===== config.mk =====
export PLATFORM = sky130hd
export DESIGN_NAME = axi_clint_flat
export DESIGN_NICKNAME = d
export VERILOG_FILES = /design/src/verilog/soc_pkg.sv /design/src/verilog/axi_r_if.sv /design/src/verilog/axi_clint.sv /design/src/flat_wrapper.sv
export SDC_FILE = /design/constraint.sdc
export NUM_CORES = 1
export LEC_CHECK = 0
export BUFFER_PORTS_ARGS = -buffer_cell sky130_fd_sc_hd__buf_2
export CORE_MARGIN = 5
export CORE_UTILIZATION = 57
export CTS_CLUSTER_DIAMETER = 30
export DETAILED_ROUTE_END_ITERATION = 12
export HOLD_SLACK_MARGIN = 0.06
export PLACE_DENSITY = 0.8
export SETUP_SLACK_MARGIN = 0.1
export SLEW_MARGIN = 30
export SYNTH_ARGS = -nofsm -noshare
export SYNTH_HDL_FRONTEND = slang
export SYNTH_SLANG_ARGS = --single-unit

===== constraint.sdc =====
create_clock -name clk -period 5.36 [get_ports clk]
set_clock_uncertainty 0.1 [all_clocks]
set_input_delay 1.072 -clock clk [delete_from_list [all_inputs] [get_ports clk]]
set_output_delay 1.072 -clock clk [all_outputs]
set_load 0.01 [all_outputs]

===== src/verilog/soc_pkg.sv =====
`default_nettype none

package soc_pkg;

  localparam int ADDR_W = 32;
  localparam int DATA_W = 32;
  localparam int STRB_W = DATA_W / 8;

  localparam logic [4:0]        SRAM_BASE_TAG = 5'b10000;
  localparam int                SRAM_WORDS    = 1024;
  localparam logic [ADDR_W-1:0] CLINT_BASE    = 32'hA000_0048;
  localparam logic [ADDR_W-1:0] UART_BASE     = 32'hA000_03F8;

  localparam logic [1:0] RESP_OKAY   = 2'b00;
  localparam logic [1:0] RESP_DECERR = 2'b11;

  localparam int UART_DIV = 4; // Clocks per serial bit.

  // The counter is bumped through count and read back through word.
  typedef union packed {
    logic [63:0]             count;
    logic [1:0][DATA_W-1:0]  word; // word[0] sits at 0x48, word[1] at 0x4C.
  } mtime_t;

endpackage

`default_nettype wire


===== src/verilog/axi_r_if.sv =====
`timescale 1ns/100ps
`default_nettype none

interface axi_r_if;
  import soc_pkg::*;

  logic [ADDR_W-1:0] araddr;
  logic              arvalid;
  logic              arready;
  logic [DATA_W-1:0] rdata;
  logic [1:0]        rresp;
  logic              rvalid;
  logic              rready;

  modport master (
    output araddr, arvalid, rready,
    input  arready, rdata, rresp, rvalid
  );

  modport slave (
    input  araddr, arvalid, rready,
    output arready, rdata, rresp, rvalid
  );

endinterface

`default_nettype wire


===== src/verilog/axi_clint.sv =====
`timescale 1ns/100ps
`default_nettype none

module axi_clint (
  input logic    clk,
  input logic    rstn,
  axi_r_if.slave rd
);
  import soc_pkg::*;

  mtime_t mtime;
  logic [DATA_W-1:0] rdata_q;
  logic rvalid_q;
  logic ar_fire;

  assign rd.arready = ~rvalid_q;
  assign rd.rvalid  = rvalid_q;
  assign rd.rdata   = rdata_q;
  assign rd.rresp   = RESP_OKAY;

  assign ar_fire = rd.arvalid & rd.arready;

  always_ff @(posedge clk) begin
    if (rstn) begin
      mtime.count <= 64'd0;
    end else begin
      mtime.count <= mtime.count + 64'd1;
    end
  end

  // The word is frozen at the handshake so a stalled response stays stable.
  always_ff @(posedge clk) begin
    if (ar_fire) begin
      rdata_q <= mtime.word[rd.araddr[2]];
    end
  end

  always_ff @(posedge clk) begin
    if (rstn) begin
      rvalid_q <= 1'b0;
    end else if (ar_fire) begin
      rvalid_q <= 1'b1;
    end else if (rd.rready) begin
      rvalid_q <= 1'b0;
    end
  end

endmodule

`default_nettype wire


===== src/flat_wrapper.sv =====
// flat-port wrapper written by rule: the top's interface ports become plain ports
module axi_clint_flat import soc_pkg::*;
  (clk, rstn, rd_araddr, rd_arvalid, rd_rready, rd_arready, rd_rdata, rd_rresp, rd_rvalid);
  axi_r_if rd_i ();
  input logic clk;
  input logic rstn;
  input wire logic [$bits(rd_i.araddr)-1:0] rd_araddr;
  input wire logic [$bits(rd_i.arvalid)-1:0] rd_arvalid;
  input wire logic [$bits(rd_i.rready)-1:0] rd_rready;
  output wire logic [$bits(rd_i.arready)-1:0] rd_arready;
  output wire logic [$bits(rd_i.rdata)-1:0] rd_rdata;
  output wire logic [$bits(rd_i.rresp)-1:0] rd_rresp;
  output wire logic [$bits(rd_i.rvalid)-1:0] rd_rvalid;
  assign rd_i.araddr = rd_araddr;
  assign rd_i.arvalid = rd_arvalid;
  assign rd_i.rready = rd_rready;
  assign rd_arready = rd_i.arready;
  assign rd_rdata = rd_i.rdata;
  assign rd_rresp = rd_i.rresp;
  assign rd_rvalid = rd_i.rvalid;
  axi_clint u_core (.clk(clk), .rstn(rstn), .rd(rd_i));
endmodule

==> reports/metrics.yaml, run 1 <==
setup_path:
  slowest_delay_ps: 930
  cp_cell_sequence: "nand3_1, nor4_2, nand4_1, nor4_1, mux2_2"
  crit_fanout: 13
  cpMaxStageDelayCell: "nor4_2"
  worstPathRequired_ps: 5510
  arrival_ps: 3500
  rrSetupSlack_ps: 2010
  worstSetupEndpointType: "flip-flop"
  worst_setup_path_start_kind: "flip-flop"
  crit_type: "reg -> reg"
pwr:
  clockPowerShare: 0.377
  p_per_area_nw_per_um2: 272
  p_int_w: 0.00106
  switching_share: 0.208
  seq_power_share: 0.584
  p_leak_nw: 1.66
  ir_worst_vdd_v: 0.000190
  power.switching_w: 0.000276
  p_comb_frac: 0.039
die:
  die_area_um2: 9660
  io_pins: 72
  fp.dieW_um: 98.3
  core_area_um2: 7650
  rows: 32
  die_h_um: 98.3
  start_util: 0.581
sta:
  finalCritPeriodShare: 0.625
  final.setup.tns_ps: 0
  worst_pin_slew_ps: 1010
  rsz0062_at_grt: "no"
  slew_violations: 0
  slew_headroom: 0.320
  fmax_ghz: 0.299
  fin_crit_ps: 3350
  hold_viol: 0
  setup_violations: 0
detailed_routing:
  drc: 0
  wl_per_cell_um: 16.7
  drt_iter0_drc: 388
  wl_met3_um: 698
  wl_met2_um: 4740
  dr.pass1.iters: 5
  topRoutingLayerUsed: "met4"
  vias: 3508
  drt-met1-wl_um: 4030
  routed_via_density: 6.04
  ant_nets: 0
  routed_wl_um: 9700
clock_tree:
  cts_tree: "yes"
  cts_root_buffer: "clkbuf_8"
  ctsResizeCount: 0
  clk_pin_slew_ps: 90
  clk_latency_ps: 360
  postCtsSetupRepairBufs: 0
  cts.sinks: 97
  htree_num_levels: 3
  cts_made_buffers: 9
  hold_buffers: 0
  clk_path_buf_depth: 2
global_route:
  grt_max_degree: 36
  antenna_found_initial: 0
  first_global_vias: 3316
  grt.total_usage: 0.205
  grt_pass1_wl_um: 16000
  grt_overflow: 0
synthesis:
  synth_top_flop_cell: "dfxtp_1"
  synth_area_leader_cell: "dfxtp_1"
  yosys-top-cells-count: "dfxtp_1, nor2_1, edfxtp_1, mux2_2, nand4_1"
  syn_area_per_cell_um2: 10.0
  ys_types: 40
  synth_seq_cells: 97
  synth_area_um2: 4440
  yosys_warnings: 0
  synth_most_common_cell: "dfxtp_1"
  synth_async_sr_flop_share: 0
  synth_seq_area_share: 0.509
  synth_top_area_frac: 0.293
  netlist_instances: 443
  synth_edf_count: 32
  synth_area_leaders: "dfxtp_1, edfxtp_1, mux2_2"
outcome:
  status: "finished, final reports clean"
placed_design:
  hpwl_um: 6650
  io_buffers: 38
  place_congestion: 0.904
cells_and_area:
  seqCellArea_um2: 2260
  drive_gt1_frac: 0.200
  area_delta_synth_final_pct: 10.4
  multi_input_area_um2: 2060
  num_antenna_cells: 0
  n_fill_cell: 616
  fin_nets: 511
  final_core_util: 0.641
run:
  max_cap_violations: 0
hold_path:
  min_path_type: "reg -> reg"
## cells by family (layout without fill, tap and decap cells)
logic type	after synthesis	count (layout)	synth area share
buf+inv	29	64	0.0285
simple gates	200	200	0.247
xor+xnor	40	40	0.0789
fa+ha+maj	1	1	0.00282
other cells	1	2	0.000844
mux	31	31	0.0786
flops	97	97	0.509
compound gates	44	44	0.0544
## final cells by class
class	instances	area share
Sequential cell	97	0.461
Multi-Input combinational cell	318	0.420
Timing Repair Buffer	41	0.0434
Clock buffer	14	0.0372
Tap cell	102	0.0260
Clock inverter	2	0.00689
Inverter	7	0.00536
## sequential cells by signal, indices dropped and copies added (netlist names)
register,count
u_core.rd.rdata,32
u_core.mtime,64
u_core.rd.rvalid,1
## per-stage QoR
stage | instance area (um^2) | hold WS [ps] | worst slack (ps) | cells | total power [W]
floorplan | 4450 | 339 | 2320 | 444 | 0.000828
global placement | 4690 | 365 | 2180 | 565 | 0.000847
detailed placement | 4690 | 378 | 2080 | 565 | 0.000848
CTS | 4900 | 397 | 2050 | 581 | 0.00134
global route | 4900 | 426 | 1880 | 581 | 0.00138
finish | 4900 | 397 | 2010 | 581 | 0.00133
## per-layer routing
metal	vias to the layer above	track usage
li1	1669	-
met1	1656	0.263
met2	156	0.335
met3	27	0.0493
met4	0	0.0798
met5	-	0
## placed cells by master, fill, tap and decap left out, types with 4 or more instances in the layout
cell      netlist  routed
a21oi_1        20      20
and3_1          5       5
and4_1          4       4
buf_2           2      38
clkbuf_8        0      13
dfxtp_1        65      65
edfxtp_1       32      32
inv_1           7       7
mux2_2         31      31
nand2_1        23      23
nand3_1        22      22
nand4_1        29      29
nor2_1         53      53
nor2b_1         5       4
nor3_1         10      10
nor4_1         13      13
o21ai_0        16      16
o31ai_1         6       6
or3_1          13      13
or4_1           8       8
xnor2_1        21      21
xor2_1         19      19
## worst max-delay path: cells and delay by family, from the launching register on
| kind | cells | cell delay [ps] |
|---|---|---|
| and+or+nand+nor | 4 | 2370 |
| muxes | 1 | 370 |
| DFF | 1 | 390 |
## power groups by stage
stage / registers, W / clock network (W) / logic, W
after global routing: 0.000780 / 0.000545 / 0.0000567
final: 0.000778 / 0.000502 / 0.0000524
after global placement: 0.000795 / 0 / 0.0000520
after detailed placement: 0.000795 / 0 / 0.0000528
after CTS: 0.000778 / 0.000506 / 0.0000533
after floorplan: 0.000803 / 0 / 0.0000251
## worst paths after layout
| check | to | startpoint | cells after the start |
|---|---|---|---|
| max | u_core.mtime[63]$_SDFF_PP0_ | u_core.mtime[6]$_SDFF_PP0_ | 5 |
| min | u_core.mtime[0]$_SDFF_PP0_ | u_core.mtime[0]$_SDFF_PP0_ | 1 |
| min reg2reg | u_core.mtime[0]$_SDFF_PP0_ | u_core.mtime[0]$_SDFF_PP0_ | 1 |
| max reg2reg | u_core.mtime[63]$_SDFF_PP0_ | u_core.mtime[6]$_SDFF_PP0_ | 5 |
No activity file was read; power rests on OpenSTA's default activity.
==> run 2: changes to the inputs <==
CORE_UTILIZATION = 51   (was 57)
PLACE_DENSITY = 0.76   (was 0.8)
clock period = 2.9 ns   (was 5.36 ns; I/O delays follow)
==> run 2 against run 1 <==
Combinational power grew 90%. Power is 87% higher. First-iteration DRC count down 5.7%. Core utilization fell by 5.7 points. Register-to-register slack lost 1700 ps. Worst hold slack worse by 110 ps. Sequential power rose by 85%. Clock power is 90% higher. Sequential share of layout area shrank 1.1 points. Sequential cell count did not move. Non-clock buffer count grew 12. Via count is 0.26% lower. Critical path type unchanged. Critical endpoint is now u_core.mtime[56]$_SDFF_PP0_.
==> reports/metrics.yaml, run 2 (same netlist as run 1, synthesis figures left out) <==
pwr:
  switching_share: 0.218  # was 0.208
  p_int_w: 0.00195  # was 0.00106 W
  p_total_w: 0.00249  # was 0.00133 W
  p_per_area_nw_per_um2: 496  # was 272 nW/um^2
  ir_worst_vdd_v: 0.000259  # was 0.000190 V
  power.switching_w: 0.000544  # was 0.000276 W
  p_comb_frac: 0.040  # was 0.039
  seq_power_share: 0.577  # was 0.584
  clockPowerShare: 0.383  # was 0.377
  p_leak_nw: 1.73  # was 1.66 nW
die:
  fp.dieW_um: 103  # was 98.3 um
  rows: 34  # was 32
  die_area_um2: 10700  # was 9660 um^2
  io_pins: 72  # unchanged
  start_util: 0.517  # was 0.581
  die_h_um: 103  # was 98.3 um
  core_area_um2: 8590  # was 7650 um^2
run:
  max_cap_violations: 0  # unchanged
setup_path:
  reg2reg_from: "u_core.mtime[19]$_SDFF_PP0_"  # was u_core.mtime[6]$_SDFF_PP0_
  worst_setup_path_start_kind: "flip-flop"  # unchanged
  arrival_ps: 2820  # was 3500 ps
  rrSetupSlack_ps: 270  # was 2010 ps
  crit_fanout: 8  # was 13
  crit_type: "reg -> reg"  # unchanged
  worstPathRequired_ps: 3100  # was 5510 ps
  reg2reg_depth: 5  # unchanged
  r2r-end: "u_core.mtime[56]$_SDFF_PP0_"  # was u_core.mtime[63]$_SDFF_PP0_
  worstSetupEndpointType: "flip-flop"  # unchanged
global_route:
  grt.total_usage: 0.197  # was 0.205
  grt_overflow: 0  # unchanged
  grt_max_degree: 36  # unchanged
  first_global_vias: 3377  # was 3,316
  grt_pass1_wl_um: 16300  # was 16,000 um
  antenna_found_initial: 0  # unchanged
cells_and_area:
  drive_gt1_frac: 0.226  # was 0.200
  num_antenna_cells: 0  # unchanged
  largest_register: "u_core.mtime"  # unchanged
  largest_reg_flops: 64  # unchanged
  final_cell_mix: "dfxtp_1, nor2_1, buf_2, edfxtp_1, mux2_2"  # unchanged
  final_cells: 599  # was 581
  fin_nets: 523  # was 511
  area_delta_synth_final_pct: 13.0  # was 10.4%
  n_fill_cell: 732  # was 616
  final_common_cell: "dfxtp_1"  # unchanged
sta:
  fin_crit_ps: 2630  # was 3350 ps
  hold_viol: 0  # unchanged
  rsz0062_at_grt: "no"  # unchanged
  setup_slack_ps: 272  # was 2010 ps
  slew_violations: 0  # unchanged
  worst_pin_slew_ps: 784  # was 1010 ps
  fmax_ghz: 0.380  # was 0.299 GHz
  slew_headroom: 0.477  # was 0.320
  finalCritPeriodShare: 0.906  # was 0.625
  setup_violations: 0  # unchanged
  final.setup.tns_ps: 0  # unchanged
detailed_routing:
  vias: 3499  # was 3,508
  routed_wl_um: 9810  # was 9700 um
  drt_iter0_drc: 366  # was 388
  routed_via_density: 5.84  # was 6.04
  ant_nets: 0  # unchanged
  dr.pass1.iters: 5  # unchanged
  drc: 0  # unchanged
  wl_per_cell_um: 16.4  # was 16.7 um
placed_design:
  hpwl_um: 6810  # was 6650 um
  dp.cells: 583  # was 565
  io_buffers: 38  # unchanged
  post-place-ws_ps: 249  # was 2080 ps
  place_congestion: 0.896  # was 0.904
hold_path:
  whs_endpoint: "u_core.rd.rvalid$_SDFFE_PP0P_"  # was u_core.mtime[0]$_SDFF_PP0_
  holdCritStartpoint: "rd_rready"  # was u_core.mtime[0]$_SDFF_PP0_
  min_path_type: "in -> reg"  # was reg -> reg
  whs_path_depth: 2  # was 1
clock_tree:
  htree_num_levels: 3  # unchanged
  clk_pin_slew_ps: 90  # about the same
  clk_path_buf_depth: 2  # unchanged
  cts.sinks: 97  # unchanged
  cts_tree: "yes"  # unchanged
  cts_made_buffers: 9  # unchanged
  cts_root_buffer: "clkbuf_8"  # unchanged
  clk_latency_ps: 370  # was 360 ps
outcome:
  status: "finished, final reports clean"  # unchanged
-- run 2: worst max-delay path by stage --
stage                     slack, ps                         from  depth (start not counted)                           end
final                           270  u_core.mtime[19]$_SDFF_PP0_                          5   u_core.mtime[56]$_SDFF_PP0_
after global routing            140   u_core.mtime[6]$_SDFF_PP0_                          6   u_core.mtime[59]$_SDFF_PP0_
after CTS                       200  u_core.mtime[19]$_SDFF_PP0_                          5   u_core.mtime[56]$_SDFF_PP0_
after detailed placement        250  u_core.mtime[19]$_SDFF_PP0_                          5   u_core.mtime[56]$_SDFF_PP0_
after global placement          250  u_core.mtime[19]$_SDFF_PP0_                          5   u_core.mtime[56]$_SDFF_PP0_
after floorplan                 350                   rd_arvalid                          1  u_core.rd.rdata[0]$_DFFE_PP_
-- run 2: cell type report --
class                      instances  area, um^2  area share
clock buffer                       9         124      0.0247
clock inverter                     7        95.1      0.0189
inverter                           7        26.3     0.00523
multi-input combinational        318        2060       0.411
sequential                        97        2260       0.451
tap                              108         135      0.0269
timing repair buffer              53         315      0.0628
-- run 2: metrics by stage --
step | utilization | area [um^2] | hold WS (ps)
floorplan | - | 4450 | 339
global placement | 0.558 | 4800 | 362
detailed placement | 0.558 | 4800 | 377
CTS | 0.584 | 5020 | 281
global route | 0.584 | 5020 | 280
finish | 0.584 | 5020 | 290
-- run 2: repair_timing --
action,CTS,global route
hold buffers,0,0
setup buffers,0,0
setup endpoints to repair,0,1
gates resized for setup,0,1
-- run 2: worst max-delay path: stages (launching register included) --
cell and delay (ps):
dfxtp_1 460, nand4_2 240, or4_4 590, or4_4 550, or4_1 470, a21oi_1 150
-- run 2: layer usage --
metal	wire length (um)	vias up	GRT usage
li1	-	1690	-
met1	4170	1684	0.252
met2	4810	98	0.324
met3	539	27	0.0362
met4	298	0	0.0906
met5	0	-	0
-- run 2: power by group through the flow --
stage / Clock (W) / Combinational, W / Sequential (W)
2_1_floorplan: 0 / 0.0000464 / 0.00148
3_3_place_gp: 0 / 0.0000999 / 0.00147
3_5_place_dp: 0 / 0.000102 / 0.00147
4_1_cts: 0.000969 / 0.000102 / 0.00144
5_1_grt: 0.00104 / 0.000110 / 0.00144
6_report: 0.000955 / 0.0000996 / 0.00144
