--- config.mk ---
export PLATFORM = sky130hd
export DESIGN_NAME = axi_uart_tx_flat
export DESIGN_NICKNAME = d
export VERILOG_FILES = /design/src/verilog/soc_pkg.sv /design/src/verilog/axi_w_if.sv /design/src/verilog/axi_uart_tx.sv /design/src/flat_wrapper.sv
export SDC_FILE = /design/constraint.sdc
export NUM_CORES = 1
export LEC_CHECK = 0
export BUFFER_PORTS_ARGS = -buffer_cell sky130_fd_sc_hd__buf_4
export CORE_MARGIN = 1.5
export CORE_UTILIZATION = 34
export DETAILED_ROUTE_END_ITERATION = 7
export PLACE_DENSITY_LB_ADDON = 0.15
export SLEW_MARGIN = 10
export SYNTH_ARGS = -nofsm -noshare
export SYNTH_HDL_FRONTEND = slang
export SYNTH_SLANG_ARGS = --single-unit
--- constraint.sdc ---
create_clock -name clk -period 2.1 [get_ports clk]
set_clock_uncertainty 0.1 [all_clocks]
set_input_delay 0.63 -clock clk [delete_from_list [all_inputs] [get_ports clk]]
set_output_delay 0.63 -clock clk [all_outputs]
set_load 0.005 [all_outputs]
--- src/verilog/soc_pkg.sv ---
`default_nettype none

package soc_pkg;

  localparam int ADDR_W = 32;
  localparam int DATA_W = 32;
  localparam int STRB_W = DATA_W / 8;

  localparam logic [4:0]        SRAM_BASE_TAG = 5'b10000;
  localparam int                SRAM_WORDS    = 1024;
  localparam logic [ADDR_W-1:0] CLINT_BASE    = 32'hA000_0048;
  localparam logic [ADDR_W-1:0] UART_BASE     = 32'hA000_03F8;

  localparam logic [1:0] RESP_OKAY   = 2'b00;
  localparam logic [1:0] RESP_DECERR = 2'b11;

  localparam int UART_DIV = 4; // Clocks per serial bit.

  // The counter is bumped through count and read back through word.
  typedef union packed {
    logic [63:0]             count;
    logic [1:0][DATA_W-1:0]  word; // word[0] sits at 0x48, word[1] at 0x4C.
  } mtime_t;

endpackage

`default_nettype wire

--- src/verilog/axi_w_if.sv ---
`timescale 1ns/100ps
`default_nettype none

interface axi_w_if;
  import soc_pkg::*;

  logic [ADDR_W-1:0] awaddr;
  logic              awvalid;
  logic              awready;
  logic [DATA_W-1:0] wdata;
  logic [STRB_W-1:0] wstrb;
  logic              wvalid;
  logic              wready;
  logic [1:0]        bresp;
  logic              bvalid;
  logic              bready;

  modport master (
    output awaddr, awvalid, wdata, wstrb, wvalid, bready,
    input  awready, wready, bresp, bvalid
  );

  modport slave (
    input  awaddr, awvalid, wdata, wstrb, wvalid, bready,
    output awready, wready, bresp, bvalid
  );

endinterface

`default_nettype wire

--- src/verilog/axi_uart_tx.sv ---
`timescale 1ns/100ps
`default_nettype none

module axi_uart_tx (
  input  logic   clk,
  input  logic   rstn,
  axi_w_if.slave wr,
  output logic   txd,
  output logic   tx_busy
);
  import soc_pkg::*;

  logic [9:0] frame_q;
  logic [3:0] bits_left;
  logic [$clog2(UART_DIV)-1:0] div_cnt;
  logic busy_q;
  logic bvalid_q;
  logic idle;
  logic accept;

  assign idle      = ~busy_q & ~bvalid_q;
  assign wr.awready = idle & wr.awvalid & wr.wvalid;
  assign wr.wready  = idle & wr.awvalid & wr.wvalid;
  assign wr.bvalid  = bvalid_q;
  assign wr.bresp   = RESP_OKAY;

  assign accept  = wr.awvalid & wr.awready & wr.wvalid & wr.wready;
  assign txd     = frame_q[0];
  assign tx_busy = busy_q;

  always_ff @(posedge clk) begin
    if (rstn) begin
      frame_q   <= '1; // Line idles high.
      bits_left <= 4'd0;
      div_cnt   <= '0;
      busy_q    <= 1'b0;
    end else if (accept) begin
      frame_q   <= {1'b1, wr.wdata[7:0], 1'b0}; // Stop, data, start.
      bits_left <= 4'd10;
      div_cnt   <= '0;
      busy_q    <= 1'b1;
    end else if (busy_q) begin
      if (div_cnt == UART_DIV - 1) begin
        div_cnt   <= '0;
        frame_q   <= {1'b1, frame_q[9:1]};
        bits_left <= bits_left - 4'd1;
        if (bits_left == 4'd1) begin
          busy_q <= 1'b0;
        end
      end else begin
        div_cnt <= div_cnt + 1'b1;
      end
    end
  end

  always_ff @(posedge clk) begin
    if (rstn) begin
      bvalid_q <= 1'b0;
    end else if (accept) begin
      bvalid_q <= 1'b1;
    end else if (wr.bready) begin
      bvalid_q <= 1'b0;
    end
  end

endmodule

`default_nettype wire

--- src/flat_wrapper.sv ---
// flat-port wrapper written by rule: the top's interface ports become plain ports
module axi_uart_tx_flat import soc_pkg::*;
  (clk, rstn, txd, tx_busy, wr_awaddr, wr_awvalid, wr_wdata, wr_wstrb, wr_wvalid, wr_bready, wr_awready, wr_wready, wr_bresp, wr_bvalid);
  axi_w_if wr_i ();
  input  logic clk;
  input  logic rstn;
  output logic txd;
  output logic tx_busy;
  input wire logic [$bits(wr_i.awaddr)-1:0] wr_awaddr;
  input wire logic [$bits(wr_i.awvalid)-1:0] wr_awvalid;
  input wire logic [$bits(wr_i.wdata)-1:0] wr_wdata;
  input wire logic [$bits(wr_i.wstrb)-1:0] wr_wstrb;
  input wire logic [$bits(wr_i.wvalid)-1:0] wr_wvalid;
  input wire logic [$bits(wr_i.bready)-1:0] wr_bready;
  output wire logic [$bits(wr_i.awready)-1:0] wr_awready;
  output wire logic [$bits(wr_i.wready)-1:0] wr_wready;
  output wire logic [$bits(wr_i.bresp)-1:0] wr_bresp;
  output wire logic [$bits(wr_i.bvalid)-1:0] wr_bvalid;
  assign wr_i.awaddr = wr_awaddr;
  assign wr_i.awvalid = wr_awvalid;
  assign wr_i.wdata = wr_wdata;
  assign wr_i.wstrb = wr_wstrb;
  assign wr_i.wvalid = wr_wvalid;
  assign wr_i.bready = wr_bready;
  assign wr_awready = wr_i.awready;
  assign wr_wready = wr_i.wready;
  assign wr_bresp = wr_i.bresp;
  assign wr_bvalid = wr_i.bvalid;
  axi_uart_tx u_core (.clk(clk), .rstn(rstn), .wr(wr_i), .txd(txd), .tx_busy(tx_busy));
endmodule
==> summary.txt, run 1 <==
Setup path
  – Top delay family on crit path: flip-flops
  – Worst endpoint required time: 1370 ps
  – CP Max Fanout: 5
  – Crit Path Category: register to output port
  – Cells along the critical path: nand4bb_4 > inv_4 > buf_4
  – Kind of end point of the critical path: output port
  – Worst Setup Start Kind: register
  – CP Buf/Inv Count: 2
  – Reg2Reg Depth: 4
  – Slowest CP cell: dfxtp_1
  – CP Depth: 3
  – Max incr delay on CP: 340 ps
  – Arr. time, crit path: ~1100 ps

Pwr
  – P per Cell Area: 666 nW/um2
  – Peak VDD IR: 421 uV
  – Tot Pwr: 0.622 mW
  – Leak: 0.392 nW

Floorplanning
  – DIE WIDTH: 51.0 um
  – IO Count: 80
  – Placement Rows: 17
  – Core area: 2190 um2
  – Die height: between 50 and 60 um
  – Initial Util: 35.8%
  – Die area: ~2600 um2

Place
  – GP Congestion: 0.683
  – Dpl cells: 117
  – DP Worst Slack: approximately 240 ps
  – Hpwl dp: roughly 1000 um
  – Buffers on Ports: 17

Timing
  – Setup_tns: 0 ps
  – Slew Limit Fails: 0
  – Crit path time final: 1850 ps
  – RSZ-0062 raised after global routing: false
  – Fmax: between 0.5 and 0.6 GHz
  – Tightest Pin Transition: 507 ps
  – Worst setup margin: 247 ps
  – Fin Hold WS: 362 ps
  – Hold Vio Cnt, Final: 0
  – Tcrit/Tclk final: about nine tenths
  – Endpoints failing setup: 0
  – Slew headroom: approximately two thirds

Synth
  – Syn Area/Cell: 10.2 um2
  – Sequential-to-total area share from yosys stat: 43.5%
  – Post-synthesis cell type count: 29
  – Post-Syn Instances: 77
  – Synthesized area: 783 um2
  – Synth Register Bits: 17
  – YS warnings: 0

Clocking
  – Clk pin slew, worst setup/hold paths: 100 ps
  – Worst-skew pair later-pin latency: 290 ps
  – CTS root buffer: clkbuf_4
  – Postcts setup bufs: 0
  – CTS sink cnt: 17
  – Htree depth: 1
  – Clk buf depth: 2
  – Post-CTS Hold Fix Bufs: 0
  – Total CTS buffers: 3
  – Post_cts resized: 0
  – TritonCTS clock tree: built

Drt
  – # DRC: 0
  – Max layer used: met4
  – Drt pass-1 iters: 4
  – Antenna Violating Nets Remaining: 0
  – Routed len/inst: 11.9 um
  – Vias per inst: 5.16
  – Vias: 624
  – Met2 routed WL: 599 um
  – DRT iter0 DRCs: 10
  – WL final: 1440 um
  – Met3 wire len: 68 um
  – Wl on met1: 736 um

Global routing
  – Global Route Usage Sum: 13.0%
  – GRT overflow: 0
  – Vias in the first global route: 554
  – Initial antenna violation count: 0
  – First-pass GRT wire length: 2480 um
  – Largest net degree at the start of global routing: 18

Final layout
  – Share of cells above drive strength 1: a little over a quarter
  – Commonest non-fill, non-tap cell in the layout: buf_4
  – Finished Layout Cells: roughly 120
  – Area grow syn2layout: 19.3%
  – Diode count: 0
  – Most frequent cells in the layout: buf_4 (19), dfxtp_1 (17), a221o_1 (7), a21o_1 (7), nor3_1 (6)
  – Final-stage net count: 170

Min path
  – Worst hold path type: register to register
  – Hold Path Depth: 1

Run status
  – Status: finished clean

Job
  – MaxCap Viol Count: 0
[path summary, 6_finish.rpt]
check | startpoint | to | slack [ps]
setup reg to reg | u_core.div_cnt[0] | u_core.frame_q[3] | 350
hold / removal | u_core.frame_q[5] | u_core.frame_q[5] | 360
setup / recovery | u_core.wr.bvalid | wr_wready | 250
hold reg to reg | u_core.frame_q[5] | u_core.frame_q[5] | 360
[routing by layer]
layer / vias to the layer above / track usage [%]
li1: 308 / -
met1: 297 / 16.9
met2: 15 / 19.0
met3: 4 / 3.51
met4: 0 / 8.11
met5: - / 0
[power by group]
group / leakage (nW) / internal [mW] / total [mW] / switching, mW
clock: 0.0177 / 0.0708 / 0.175 / 0.104
sequential: 0.140 / 0.342 / 0.353 / 0.0110
combinational: 0.235 / 0.0537 / 0.0936 / 0.0399
[cell type report]
type / instances / area, um2
repair buffers: 19 / 143
flip-flops and latches: 17 / 340
clock buffers: 3 / 22.5
clock inverters: 1 / 5.00
multi-input cells: 49 / 372
fillers: 220 / 1260
well taps: 28 / 35.0
inverters: 4 / 17.5
[Yosys cell counts]
cell	count	share of area, %
a221o_1	7	8.9
nor2_1	2	0.96
o21ai_0	1	0.64
a21o_1	7	6.7
inv_4	1	0.80
nor3b_1	1	0.96
a211oi_1	1	0.96
and2_1	1	0.80
nand2b_1	1	0.80
nand2_1	2	0.96
mux2i_1	2	2.6
conb_1	1	0.48
dfxtp_1	17	43
a31oi_1	1	0.80
buf_4	3	2.9
ha_1	3	4.8
o21bai_1	2	1.9
o31ai_1	1	0.96
or3_1	2	1.6
buf_2	1	0.64
nor3_1	6	3.8
clkbuf_1	2	0.96
nand4bb_4	1	3.5
xor2_1	1	1.1
nand3_1	1	0.64
a21oi_1	3	1.9
buf_6	2	2.9
xnor2_1	1	1.1
inv_1	3	1.4
[cells by family (layout without fill, tap and decap cells)]
kind of cell	Yosys count	in the layout	share of synthesized area, %
xor gates and xnor gates	2	2	2.24
DFF	17	17	43.5
adders and majority gates	3	3	4.79
and+or+nand+nor	17	17	14.1
other	1	2	0.479
buffers and inverters	12	27	9.58
AOI/OAI and AO/OA	23	23	22.8
muxes	2	2	2.56
[worst register-to-register path: cells and delay by family (launching register included)]
| family | cells | cell delay, ps |
|---|---|---|
| AO/OA/AOI/OAI | 1 | 230 |
| flip-flops | 1 | 360 |
| adder cells (fa/ha/maj) | 1 | 250 |
| AND/OR/NAND/NOR | 2 | 710 |
[registers in the layout, summed over array words and instances, names as in the netlist]
register	cells
u_core.wr.bvalid	1
u_core.tx_busy	1
u_core.frame_q	9
u_core.div_cnt	2
u_core.bits_left	4
[stage by stage]
stage | instance area (um2) | utilization [%]
floorplan | 787 | -
global placement | 907 | 41.4
detailed placement | 907 | 41.4
CTS | 935 | 42.7
global route | 935 | 42.7
finish | 935 | 42.7
Note: power is estimated with default switching activity, not from simulation.
==> run 2, diff against run 1 <==
Settings changed: PLACE_DENSITY set to 0.78, PLACE_DENSITY_LB_ADDON 0.15 to not set.
==> summary.txt, run 2 (synthesis gave the netlist of run 1 again) <==
Global routing
  – Global Route Usage Sum: approximately 11%
  – Largest net degree at the start of global routing: 18
  – Initial antenna violation count: 0
  – GRT overflow: 0
  – Vias in the first global route: about 500
  – First-pass GRT wire length: 2210 um

Pwr
  – Switch Pwr: 0.143 mW
  – Sw Share: 23.4%
  – Share of power burned in combinational logic: between 10% and 20%
  – Internal power: 0.468 mW
  – Clock share of power: 27.1%
  – Reg power frac: 58.4%
  – P per Cell Area: between 600 and 700 nW/um2
  – Leak: slightly below 0.4 nW
  – Peak VDD IR: 340 uV
  – Tot Pwr: 0.611 mW

Drt
  – Vias per inst: 5.07
  – WL final: 1410 um
  – Drt pass-1 iters: 2
  – Routed len/inst: 11.7 um
  – # DRC: 0
  – Vias: 608
  – Antenna Violating Nets Remaining: 0
  – DRT iter0 DRCs: 4

Clocking
  – Htree depth: 1
  – TritonCTS clock tree: built
  – Worst-skew pair later-pin latency: 280 ps
  – Post_cts resized: 0
  – CTS sink cnt: 17
  – Post-CTS Hold Fix Bufs: 0
  – Postcts setup bufs: 0
  – CTS root buffer: clkbuf_4
  – Total CTS buffers: 3
  – Clk buf depth: 2
  – Clk pin slew, worst setup/hold paths: 90 ps

Setup path
  – Worst reg2reg startpoint: u_core.div_cnt[0]
  – Cells along the critical path: nand4bb_4 > inv_4 > buf_4
  – Slowest CP cell: dfxtp_1
  – Crit Path Category: register to output port
  – Worst endpoint required time: 1370 ps
  – Top delay family on crit path: flip-flops
  – Worst Setup Start Kind: register
  – Max incr delay on CP: 500 ps
  – CP Buf/Inv Count: 2
  – Worst reg2reg endpoint: u_core.frame_q[7]
  – Reg2Reg Depth: 4
  – Arr. time, crit path: 1200 ps
  – CP Max Fanout: 9
  – Flop2flop setup slack: roughly 370 ps
  – Kind of end point of the critical path: output port

Min path
  – Hold Path Depth: 1
  – Hold path startpoint: u_core.frame_q[5]
  – Worst hold path type: register to register
  – Hold endpoint: u_core.frame_q[5]

Timing
  – Hold Vio Cnt, Final: 0
  – Fmax: roughly 0.52 GHz
  – Slew Limit Fails: 0
  – Setup_tns: 0 ps
  – RSZ-0062 raised after global routing: false
  – Crit path time final: approximately 1900 ps
  – Fin Hold WS: 357 ps
  – Tcrit/Tclk final: 92.1%
  – Worst setup margin: 167 ps
  – Endpoints failing setup: 0

Job
  – MaxCap Viol Count: 0

Final layout
  – Largest register by flop count: u_core.frame_q
  – Max reg flops: 9
  – Share of cells above drive strength 1: between 20% and 30%
  – Top Registers: u_core.frame_q: 9 flops, u_core.bits_left: 4 flops, u_core.div_cnt: 2 flops
  – Final-stage net count: 169
  – Diode count: 0
  – Commonest non-fill, non-tap cell in the layout: buf_4
  – Area grow syn2layout: 18.2%
  – Most frequent cells in the layout: buf_4 (18), dfxtp_1 (17), a221o_1 (7), a21o_1 (7), nor3_1 (6)
  – Util after Layout: 42.3%

Place
  – Buffers on Ports: 17
  – Hpwl dp: roughly 1000 um
  – GP Congestion: 0.818
  – DP Worst Slack: 244 ps

Floorplanning
  – Initial Util: 35.8%
  – Core area: 2190 um2
  – IO Count: 80
  – Die height: 51.0 um
  – Die area: between 2000 and 3000 um2
  – DIE WIDTH: about 51 um
  – Placement Rows: 17

Run status
  – Status: finished clean
run 2: worst max path at each step:
stage	startpoint	endpoint	slack [ps]	cells after the start
2_1_floorplan	wr_wvalid	wr_wready	270	4
3_3_place_gp	wr_wvalid	wr_awready	290	4
3_5_place_dp	wr_awvalid	u_core.frame_q[2]	240	6
4_1_cts	u_core.tx_busy	wr_awready	160	3
5_1_grt	u_core.tx_busy	wr_wready	80	3
6_report	u_core.tx_busy	wr_awready	170	3
run 2: routing by layer:
metal  part of all wire, %  track usage (%)  up-vias
met5                     0                0        -
met4                   1.3             2.70        0
met3                   3.9             3.51        2
met2                    47             16.7       15
met1                    47             15.2      286
li1                      -                -      305
run 2: stage by stage:
stage | cells | area, um2
2_1_floorplan | 78 | 787
3_3_place_gp | 116 | 900
3_5_place_dp | 116 | 900
4_1_cts | 120 | 926
5_1_grt | 120 | 926
6_report | 120 | 926
run 2: power by group through the flow:
stage          registers, mW  logic, mW  clock network (mW)
2_1_floorplan          0.359     0.0630                   0
3_3_place_gp           0.363     0.0861                   0
3_5_place_dp           0.364     0.0895                   0
4_1_cts                0.357     0.0898               0.169
5_1_grt                0.360     0.0977               0.183
6_report               0.357     0.0891               0.166
run 2: layout make-up:
cell class              instances  area [um2]
clock buffers                   4        26.3
multi-input cells              49         372
repair buffers                 18         135
fillers                       223        1260
flip-flops and latches         17         340
inverters                       4        17.5
well taps                      28        35.0
run 2: worst reg2reg max path, stage by stage, from the launching register on:
cell,delay (ps)
dfxtp_1,370
ha_1,250
and2_1,460
nor2_1,230
a21o_1,220
==> run 3, diff against run 2 <==
==> constraint.sdc (replaced) <==
create_clock -name clk -period 2.1 [get_ports clk]
set_clock_uncertainty 0.1 [all_clocks]
set_input_delay 0.105 -clock clk [delete_from_list [all_inputs] [get_ports clk]]
set_output_delay 0.105 -clock clk [all_outputs]
set_load 0.005 [all_outputs]
==> summary.txt, run 3 (synthesis gave the netlist of run 1 again) <==
Run status
  – Status: finished clean

Final layout
  – Finished Layout Cells: around 120
  – Area taken by multi-input logic gates: 372 um2
  – Largest register by flop count: u_core.frame_q
  – Area grow syn2layout: 23.8%
  – Final-stage net count: ~170
  – Max reg flops: 9
  – Most frequent cells in the layout: buf_4 (17), dfxtp_1 (17), a221o_1 (7), a21o_1 (7), nor3_1 (6)
  – Final instance area: 970 um2
  – Seq. cell area: 340 um2
  – Share of cells above drive strength 1: a little under a quarter
  – Top Registers: u_core.frame_q: 9 flops, u_core.bits_left: 4 flops, u_core.div_cnt: 2 flops
  – Diode count: 0
  – Fillers: 209

Place
  – Cell Area, Placed: 892 um2
  – Dpl cells: 115
  – DP Worst Slack: 385 ps
  – GP Congestion: 0.810
  – Buffers on Ports: 17
  – Hpwl dp: 953 um

Clocking
  – TritonCTS clock tree: built
  – CTS root buffer: clkbuf_4
  – Postcts setup bufs: 0
  – Total CTS buffers: 3
  – Worst-skew pair later-pin latency: around 300 ps
  – Clk buf depth: 2
  – Clk pin slew, worst setup/hold paths: approximately 100 ps
  – CTS sink cnt: 17
  – Htree depth: 1

Job
  – MaxCap Viol Count: 0

Floorplanning
  – DIE WIDTH: 51.0 um
  – IO Count: 80
  – Initial Util: a little over a third
  – Placement Rows: 17
  – Core area: between 2000 and 2500 um2
  – Die height: approximately 50 um
  – Die area: 2600 um2

Timing
  – Slew Limit Fails: 0
  – RSZ-0062 raised after global routing: false
  – Setup_tns: 0 ps
  – Slew headroom: between 60% and 70%
  – Crit path time final: 1720 ps
  – Tightest Pin Transition: 495 ps
  – Hold Vio Cnt, Final: 0
  – Tcrit/Tclk final: 82.1%
  – Worst setup margin: 377 ps
  – Endpoints failing setup: 0
  – Fmax: 0.580 GHz

Setup path
  – Arr. time, crit path: ~1800 ps
  – Crit Path Category: register to register
  – Kind of end point of the critical path: register
  – Worst endpoint required time: roughly 2200 ps
  – Worst Setup Start Kind: register
  – CP Max Fanout: 13

Pwr
  – Tot Pwr: 0.629 mW
  – P per Cell Area: 648 nW/um2
  – Leak: 0.402 nW
  – Peak VDD IR: 276 uV

Drt
  – Vias per inst: 5.02
  – Vias: 622
  – # DRC: 0
  – Routed len/inst: ~12 um
  – Antenna Violating Nets Remaining: 0
  – WL final: 1480 um
  – DRT iter0 DRCs: 15
  – Drt pass-1 iters: 4

Global routing
  – Largest net degree at the start of global routing: 18
  – First-pass GRT wire length: about 2400 um
  – Initial antenna violation count: 0
  – GRT overflow: 0
  – Vias in the first global route: 557
  – Global Route Usage Sum: roughly 12%

Min path
  – Worst hold path type: input pin to register
## run 3: cell types whose count changed in the layout (fill, tap and decap cells not counted)
cell | before | now
dlygate4sd3_1 | 0 | 5
buf_4 | 18 | 17
clkbuf_1 | 1 | 0
clkinv_2 | 0 | 1
## run 3: layout make-up
cell class	instances	share of cell area, %
tap	28	3.61
clock buffer	3	2.32
sequential	17	35.1
multi-input combinational	49	38.3
inverter	4	1.81
timing repair buffer	22	18.3
clock inverter	1	0.516
## run 3: per-layer routing
metal / part of all wire [%] / GRT usage (%) / vias up
met5: 0 / 0 / -
met4: 1.3 / 8.11 / 0
met3: 4.6 / 1.75 / 2
met2: 49 / 20.3 / 21
li1: - / - / 314
met1: 45 / 14.6 / 285
## run 3: final timing paths
kind	to	slack, ps	start	cells after the start
worst max-delay path	u_core.frame_q[4]	380	u_core.div_cnt[0]	4
worst min-delay path	u_core.frame_q[5]	4	wr_wdata[4]	3
worst max register to register	u_core.frame_q[4]	380	u_core.div_cnt[0]	4
worst min register to register	u_core.frame_q[5]	360	u_core.frame_q[5]	1
## run 3: through the flow
step                      utilization [%]  hold slack [ps]
after floorplan                         -              170
after global placement               40.7              268
after detailed placement             40.7              272
after CTS                            44.3             1.17
after global routing                 44.3             9.27
final                                44.3             4.32
## run 3: timing repair
action | CTS | global route
resized for setup | 0 | 0
hold endpoints to repair | 5 | 0
hold buffers | 5 | 0
setup endpoints to repair | 0 | 0
## run 3: power by group
group          internal, mW  total, mW  switching, mW
clock                0.0710      0.178          0.107
sequential            0.342      0.357         0.0140
combinational        0.0565     0.0946         0.0381
total                 0.470      0.629          0.159
## run 3: critical path, cell delays in order, from the launching register on
cell	delay (ps)
dfxtp_1	360
ha_1	240
and2_1	460
nor2_1	240
a21o_1	230
